--- config.mk ---
export PLATFORM = sky130hd
export DESIGN_NAME = itch_parser_top
export DESIGN_NICKNAME = d
export VERILOG_FILES = /design/src/itch_pkg.sv /design/src/itch_framer.sv /design/src/itch_field_extract.sv /design/src/itch_order_out.sv /design/src/itch_parser_top.sv
export SDC_FILE = /design/constraint.sdc
export NUM_CORES = 1
export LEC_CHECK = 0
export BUFFER_PORTS_ARGS = -buffer_cell sky130_fd_sc_hd__buf_2
export CAP_MARGIN = 20
export CORE_ASPECT_RATIO = 0.5
export CORE_MARGIN = 3
export CORE_UTILIZATION = 60
export DETAILED_ROUTE_END_ITERATION = 8
export HOLD_SLACK_MARGIN = 0.15
export PLACE_DENSITY = 0.85
export SYNTH_ARGS = -nofsm -noshare
export SYNTH_HDL_FRONTEND = slang
export SYNTH_HIERARCHICAL = 1
export SYNTH_SLANG_ARGS = --single-unit
export TNS_END_PERCENT = 5
--- constraint.sdc ---
create_clock -name clk -period 4.09 [get_ports clk]
set_clock_uncertainty 0.05 [all_clocks]
set_input_delay 0.409 -clock clk [delete_from_list [all_inputs] [get_ports clk]]
set_output_delay 0.409 -clock clk [all_outputs]
set_load 0.005 [all_outputs]
--- src/itch_pkg.sv ---
package itch_pkg;

    //////////////////////////////////////////////////
    // Message type bytes
    //////////////////////////////////////////////////

    localparam logic [7:0] msg_a = 8'h41;  // Add order, no MPID
    localparam logic [7:0] msg_f = 8'h46;  // Add order with MPID
    localparam logic [7:0] msg_e = 8'h45;  // Order executed
    localparam logic [7:0] msg_c = 8'h43;  // Order executed with price
    localparam logic [7:0] msg_x = 8'h58;  // Order cancel
    localparam logic [7:0] msg_d = 8'h44;  // Order delete

    // One-hot style order codes, zero means no order
    typedef enum logic [3:0] {
        code_none    = 4'h0,
        code_add     = 4'h1,
        code_cancel  = 4'h2,
        code_execute = 4'h4,
        code_delete  = 4'h8
    } order_code_t;

    //////////////////////////////////////////////////
    // Field offsets within the message body
    //////////////////////////////////////////////////

    // Body offset 0 is the type byte
    localparam logic [7:0] off_order_ref   = 8'd15;  // 4 bytes, low half of the reference
    localparam logic [7:0] off_side        = 8'd19;  // 'B' or 'S', bit 0 set for sell
    localparam logic [7:0] off_shares_add  = 8'd20;  // A and F
    localparam logic [7:0] off_shares_exec = 8'd19;  // E, C and X
    localparam logic [7:0] off_stock       = 8'd24;  // First four symbol bytes
    localparam logic [7:0] off_price       = 8'd32;  // A, F and C

    //////////////////////////////////////////////////
    // Framer to extractor beat
    //////////////////////////////////////////////////

    typedef struct packed {
        logic [7:0] data;    // Body byte
        logic [7:0] offset;  // Position in the body
        logic       last;    // High on offset L-1
    } itch_beat_t;

    //////////////////////////////////////////////////
    // Order record
    //////////////////////////////////////////////////

    // All multi-byte fields are big endian on the wire
    typedef struct packed {
        order_code_t code;
        logic        sell;
        logic [31:0] order_ref;
        logic [31:0] shares;
        logic [31:0] stock;
        logic [31:0] price;
    } itch_order_t;

endpackage

--- src/itch_framer.sv ---
module itch_framer
    import itch_pkg::*;
(
    input  logic       clk,
    input  logic       reset_n,

    // Byte stream from upstream
    input  logic [7:0] data_i,
    input  logic       valid_i,
    output logic       ready_o,

    // Output side is full for a kept message
    input  logic       hold_i,

    // Body beats to the extractor
    output logic       beat_valid_o,
    output itch_beat_t beat_o
);

    typedef enum logic {
        st_wait_len,  // Next byte is a length byte
        st_body       // Next byte is a body byte
    } framer_state_t;

    framer_state_t state_q;
    logic [7:0]    len_q;     // Body length of current message
    logic [7:0]    offset_q;  // Offset of next body byte
    logic          accept;
    logic          last_pending;

    //////////////////////////////////////////////////
    // Handshake
    //////////////////////////////////////////////////

    // Next body byte closes the message
    assign last_pending = (state_q == st_body) && (offset_q == len_q - 8'd1);

    // Only the closing byte of a message waits for room downstream
    assign ready_o = !(hold_i && last_pending);
    assign accept  = valid_i && ready_o;

    // Beats leave in the cycle of the accept
    assign beat_valid_o  = accept && (state_q == st_body);
    assign beat_o.data   = data_i;
    assign beat_o.offset = offset_q;
    assign beat_o.last   = last_pending;

    //////////////////////////////////////////////////
    // Length and offset tracking
    //////////////////////////////////////////////////

    always_ff @(posedge clk or negedge reset_n) begin
        if (!reset_n) begin
            state_q  <= st_wait_len;
            len_q    <= 8'd0;
            offset_q <= 8'd0;
        end else if (accept) begin
            case (state_q)
                st_wait_len: begin
                    // Zero length bytes are swallowed
                    if (data_i != 8'd0) begin
                        len_q    <= data_i;
                        offset_q <= 8'd0;
                        state_q  <= st_body;
                    end
                end
                st_body: begin
                    if (last_pending) begin
                        state_q <= st_wait_len;
                    end else begin
                        offset_q <= offset_q + 8'd1;
                    end
                end
                default: state_q <= st_wait_len;
            endcase
        end
    end

    // The offset counter must stop at the stored length
    a_offset_in_body: assert property (
        @(posedge clk) disable iff (!reset_n)
        beat_valid_o |-> (beat_o.offset < len_q)
    );

endmodule

--- src/itch_field_extract.sv ---
module itch_field_extract
    import itch_pkg::*;
(
    input  logic        clk,
    input  logic        reset_n,

    // Beats from the framer, never refused
    input  logic        beat_valid_i,
    input  itch_beat_t  beat_i,

    // Output slot status
    input  logic        slot_full_i,
    input  logic        ready_i,
    output logic        hold_o,

    // Finished orders
    output logic        push_o,
    output itch_order_t push_order_o
);

    itch_order_t rec_q;        // Record under assembly, code is the registered type
    itch_order_t rec_next;     // Record with the current byte applied
    logic        has_price_q;  // A, F and C carry a price
    order_code_t type_code;
    logic        type_has_price;

    // Place a byte into a 32-bit big endian field at base..base+3
    function automatic logic [31:0] put_byte(
        input logic [31:0] word,
        input logic [7:0]  base,
        input logic [7:0]  off,
        input logic [7:0]  data
    );
        logic [7:0]  idx;
        logic [31:0] res;
        idx = off - base;  // Wraps high when off is below base
        res = word;
        if (idx < 8'd4) begin
            res[{~idx[1:0], 3'b000} +: 8] = data;  // Byte 0 is the MSB
        end
        return res;
    endfunction

    //////////////////////////////////////////////////
    // Type decode
    //////////////////////////////////////////////////

    always_comb begin
        type_code      = code_none;
        type_has_price = 1'b0;
        case (beat_i.data)
            msg_a, msg_f: begin
                type_code      = code_add;
                type_has_price = 1'b1;
            end
            msg_e: type_code = code_execute;
            msg_c: begin
                type_code      = code_execute;
                type_has_price = 1'b1;
            end
            msg_x: type_code = code_cancel;
            msg_d: type_code = code_delete;
            default: ;  // Skipped type
        endcase
    end

    //////////////////////////////////////////////////
    // Field assembly
    //////////////////////////////////////////////////

    always_comb begin
        rec_next = rec_q;
        if (beat_i.offset != 8'd0) begin
            case (rec_q.code)
                code_add: begin
                    rec_next.order_ref = put_byte(rec_q.order_ref, off_order_ref,
                                                  beat_i.offset, beat_i.data);
                    if (beat_i.offset == off_side) begin
                        rec_next.sell = beat_i.data[0];  // 'S' has bit 0 set
                    end
                    rec_next.shares = put_byte(rec_q.shares, off_shares_add,
                                               beat_i.offset, beat_i.data);
                    rec_next.stock  = put_byte(rec_q.stock, off_stock,
                                               beat_i.offset, beat_i.data);
                end
                code_execute, code_cancel: begin
                    rec_next.order_ref = put_byte(rec_q.order_ref, off_order_ref,
                                                  beat_i.offset, beat_i.data);
                    rec_next.shares    = put_byte(rec_q.shares, off_shares_exec,
                                                  beat_i.offset, beat_i.data);
                end
                code_delete: begin
                    rec_next.order_ref = put_byte(rec_q.order_ref, off_order_ref,
                                                  beat_i.offset, beat_i.data);
                end
                default: ;
            endcase
            if (has_price_q) begin
                rec_next.price = put_byte(rec_q.price, off_price, beat_i.offset, beat_i.data);
            end
        end
    end

    always_ff @(posedge clk or negedge reset_n) begin
        if (!reset_n) begin
            rec_q       <= '0;
            has_price_q <= 1'b0;
        end else if (beat_valid_i) begin
            if (beat_i.last) begin
                // Back to idle so hold drops between messages
                rec_q       <= '0;
                has_price_q <= 1'b0;
            end else if (beat_i.offset == 8'd0) begin
                rec_q       <= '0;
                rec_q.code  <= type_code;
                has_price_q <= type_has_price;
            end else begin
                rec_q <= rec_next;
            end
        end
    end

    // Last byte lands in the pushed record directly
    assign push_o       = beat_valid_i && beat_i.last && (beat_i.offset != 8'd0) &&
                          (rec_q.code != code_none);
    assign push_order_o = rec_next;

    // Kept message in progress with nowhere to put it
    assign hold_o = (rec_q.code != code_none) && slot_full_i && !ready_i;

    a_push_has_room: assert property (
        @(posedge clk) disable iff (!reset_n)
        push_o |-> (!slot_full_i || ready_i)
    );

endmodule

--- src/itch_order_out.sv ---
module itch_order_out
    import itch_pkg::*;
(
    input  logic        clk,
    input  logic        reset_n,

    // From the extractor
    input  logic        push_i,
    input  itch_order_t push_order_i,
    output logic        slot_full_o,

    // Downstream order port
    output itch_order_t order_o,
    output logic        valid_o,
    input  logic        ready_i
);

    logic        full_q;
    itch_order_t order_q;
    logic        pop;

    //////////////////////////////////////////////////
    // Single entry slot
    //////////////////////////////////////////////////

    assign pop = full_q && ready_i;  // Transfer this cycle

    always_ff @(posedge clk or negedge reset_n) begin
        if (!reset_n) begin
            full_q <= 1'b0;
        end else if (push_i) begin
            full_q <= 1'b1;  // Load, or reload behind a pop
        end else if (pop) begin
            full_q <= 1'b0;
        end
    end

    always_ff @(posedge clk or negedge reset_n) begin
        if (!reset_n) begin
            order_q <= '0;
        end else if (push_i) begin
            order_q <= push_order_i;
        end
    end

    assign slot_full_o = full_q;
    assign valid_o     = full_q;
    assign order_o     = order_q;

    // An offered order holds until taken
    a_order_stable: assert property (
        @(posedge clk) disable iff (!reset_n)
        (valid_o && !ready_i) |=> (valid_o && $stable(order_o))
    );

endmodule

--- src/itch_parser_top.sv ---
module itch_parser_top
    import itch_pkg::*;
(
    input  logic        clk,
    input  logic        reset_n,

    // ITCH byte stream in
    input  logic [7:0]  data_i,
    input  logic        valid_i,
    output logic        ready_o,

    // Order records out
    output itch_order_t order_o,
    output logic        valid_o,
    input  logic        ready_i
);

    logic        beat_valid;
    itch_beat_t  beat;
    logic        hold;
    logic        push;
    itch_order_t push_order;
    logic        slot_full;

    itch_framer u_framer (
        .clk          (clk),
        .reset_n      (reset_n),
        .data_i       (data_i),
        .valid_i      (valid_i),
        .ready_o      (ready_o),
        .hold_i       (hold),
        .beat_valid_o (beat_valid),
        .beat_o       (beat)
    );

    itch_field_extract u_extract (
        .clk          (clk),
        .reset_n      (reset_n),
        .beat_valid_i (beat_valid),
        .beat_i       (beat),
        .slot_full_i  (slot_full),
        .ready_i      (ready_i),
        .hold_o       (hold),
        .push_o       (push),
        .push_order_o (push_order)
    );

    itch_order_out u_out (
        .clk          (clk),
        .reset_n      (reset_n),
        .push_i       (push),
        .push_order_i (push_order),
        .slot_full_o  (slot_full),
        .order_o      (order_o),
        .valid_o      (valid_o),
        .ready_i      (ready_i)
    );

endmodule

==> flow_summary.ini <==
[clock_network]
cts_root_buffer = clkbuf_16
ctsLongestPathBuffers = 3
cts_setup_buffers = 0
ctsResizeCount = 0
cts.sinks = 285
clk_latency_ps = 560
cts_buffers = 26
cts.reportedPaths.clkPinSlew_ps = 70
cts_tree = built
ctsHoldBuffers = 3
htree_num_levels = 1

[setup_path]
path_max_fanout = 17
reg2reg_to = u_extract/rec_q[58]
r2r_slack_ps = 520
start_kind = flip-flop
crit_path_cell_trace = inv_1, ha_1, nor2b_1, xnor2_1, nand2_1, nor4_2, nand3_1, o21ai_0
cp_slowest_cell = dfrtp_1
cpLargestDelayFamily = simple AND/OR/NAND/NOR gates
rr_worst_depth = 8
path_class = flip-flop to flip-flop
critical_path_buf_inv_count = 1
required_ps = 4490
reg2reg_from = u_framer/offset_q[5]
slowest_delay_ps = 710
endpoint_kind = flip-flop
arrival_ps = 3970

[min_path]
hold_path.class = input pin to flip-flop
hold_depth = 3
min_delay_worst_endpoint = u_framer/offset_q[0]
worstHoldStart = valid_i

[synthesis]
synth_area_leaders = dfrtp_1, mux2_2, mux2_4
synth_cells = 1450
ys_seq_elements = 285
synth_area_mm2 = 0.0153
synth_edf_count = 0
synth_top_area_share_pct = 46.7
synth.distinct_cells = 72
syn_area_per_cell_um2 = 10.5
synth_top_cell_by_area = dfrtp_1
syn-num-nets = 1476
async_flop_share_pct = 100
dominantRegCellSynth = dfrtp_1
ys_seq_area_share_pct = 46.7
synth_warnings = 6

[finish]
syn_to_final_growth_pct = 11.0
utilization_pct = 69.2
num_antenna_cells = 0
instances_no_fill = 1898
finalNetCount = 1569
fill_cells = 1805
final_cell_mix = dfrtp_1, nand2_1, o21ai_0, buf_2, mux2_2
layout_commonest_cell = dfrtp_1
drive_gt1_share_pct = 26.1

[placed_design]
dp_cells = 1847
place.gp.congestion = 0.952
hpwlAfterDp_um = 28500
port_buffers = 146

[grt]
grt_pass1_vias = 12300
grt_pass1_wl_um = 66700
grt_use_total_pct = 29.9
grt_antenna_before_repair = 2
grt_max_degree = 100
grt_overflow = 0

[power]
p_clk_share_pct = 28.8
ir_worst_vdd_v = 0.000336
p_int_w = 0.00515
p_sw_w = 0.00339
p_per_area_mw_per_mm2 = 503
sw_frac_of_total_pct = 39.7
p_leak_nw = 7.75
pwr-share-comb_pct = 33.1
power_frac_seq_pct = 38.2

[timing]
relSlewSlack_pct = 37.2
rsz0062_at_grt = no
setup_viol = 0
fmax_mhz = 280
min_period_over_period_pct = 87.3
tightest_slew_ps = 941
fin_tns_setup_ps = 0
finalHoldViolations = 0
min_period_ps = 3570
drv_slew = 0

[routing]
dr.pass1.iters = 6
drtIter0Drc = 1729
drc = 0
final_antenna_net_count = 0
viasPerCell = 6.59
wirelength_um = 41400
wl_per_cell_um = 21.8
vias = 12500

[floorplan]
ios = 147
fp.dieH_um = 119
fp.dieW_um = 232
row_count = 40
start_util_pct = 62.3
die_area_mm2 = 0.0275
design.core.area_mm2 = 0.0245

[status]
outcome = complete, no violations

[flow_run]
drv_cap = 0
[cell usage after synthesis, drive strengths merged, types with 2 or more instances]
library cell,n
nor3,10
buf,59
xor2,6
and3,14
clkbuf,52
or2,2
nor4b,3
or3,2
o221ai,16
o2111a,8
xnor2,11
a211oi,3
nand2b,35
a21oi,11
a32oi,32
nor2,44
or4,4
nor2b,12
o31ai,2
inv,36
nand3,49
o2111ai,6
o41ai,4
mux2,165
o211ai,18
a21bo,8
o2bb2ai,32
a211o,32
nand2,173
or4b,2
nand4,10
and2,37
nor4,8
o311ai,2
o21ai,185
ha,14
dfrtp,285
a22o,32
a41oi,3
and4,5
a21o,2
or2b,2
nor3b,2
[worst min-delay path, delay by kind of cell]
family / cells / cell delay [ps]
buffers and inverters: 2 / 230
AO/OA/AOI/OAI: 1 / 90
[cell families after synthesis]
| kind of cell | count (synthesis) | share of synthesized area [%] |
|---|---|---|
| XOR/XNOR | 17 | 0.974 |
| adder cells (fa/ha/maj) | 14 | 1.15 |
| AO/OA/AOI/OAI | 403 | 18.7 |
| AND/OR/NAND/NOR | 418 | 13.8 |
| flip-flops | 285 | 46.7 |
| multiplexers | 166 | 13.7 |
| buffers and inverters | 147 | 5.05 |
[worst max path at each step]
| stage | from | to | slack [ps] | depth (start not counted) |
|---|---|---|---|---|
| 3_5_place_dp | u_framer/offset_q[5] | u_out/order_o[90] | 700 | 9 |
| 6_report | u_framer/offset_q[5] | u_extract/rec_q[58] | 520 | 8 |
| 3_3_place_gp | u_framer/offset_q[6] | u_extract/rec_q[46] | 810 | 8 |
| 4_1_cts | u_framer/offset_q[5] | u_out/order_o[32] | 690 | 7 |
| 5_1_grt | u_framer/offset_q[3] | u_out/order_o[91] | 380 | 8 |
| 2_1_floorplan | u_framer/len_q[0] | u_out/order_o[10] | 790 | 16 |
[power groups by stage]
stage / registers, W / clock network, W / logic (W)
finish: 0.00326 / 0.00246 / 0.00282
global route: 0.00328 / 0.00260 / 0.00300
CTS: 0.00324 / 0.00248 / 0.00268
detailed placement: 0.00329 / 0 / 0.00265
global placement: 0.00327 / 0 / 0.00254
floorplan: 0.00321 / 0 / 0.00193
[per-stage QoR]
stage / instance area, µm² / power [W] / hold slack, ps / setup WS (ps)
after floorplan: 15300 / 0.00514 / 63.4 / 793
after global placement: 16100 / 0.00581 / 412 / 812
after detailed placement: 16100 / 0.00594 / 424 / 705
after CTS: 17000 / 0.00840 / 159 / 689
after global routing: 17000 / 0.00889 / 184 / 375
final: 17000 / 0.00853 / 177 / 519
[routing by layer]
metal | vias up | global-route usage (%) | wire, µm
met2 | 759 | 45.5 | 18300
met5 | - | 0 | 27
met1 | 6115 | 42.6 | 17400
li1 | 5480 | - | -
met4 | 4 | 9.66 | 1400
met3 | 141 | 7.17 | 4280
[flip-flops by register name (all words and copies together) (netlist names)]
| signal | count |
|---|---|
| u_framer/offset_q | 8 |
| u_out/slot_full_o | 1 |
| u_extract/rec_q | 129 |
| u_extract/has_price_q | 1 |
| u_framer/state_q | 1 |
| u_framer/len_q | 8 |
| u_extract/push_order_o | 4 |
| u_out/order_o | 133 |
[cell type report]
cell class                      instances  area [µm²]  share of cell area (%)
Multi-Input combinational cell       1018        7390                    43.5
Clock inverter                         11        80.1                   0.472
Inverter                               36         135                   0.796
Clock buffer                           36         779                    4.59
Timing Repair Buffer                  176        1030                    6.09
Tap cell                              336         420                    2.48
Sequential cell                       285        7130                    42.0
Power figures use the tool's default switching activity.
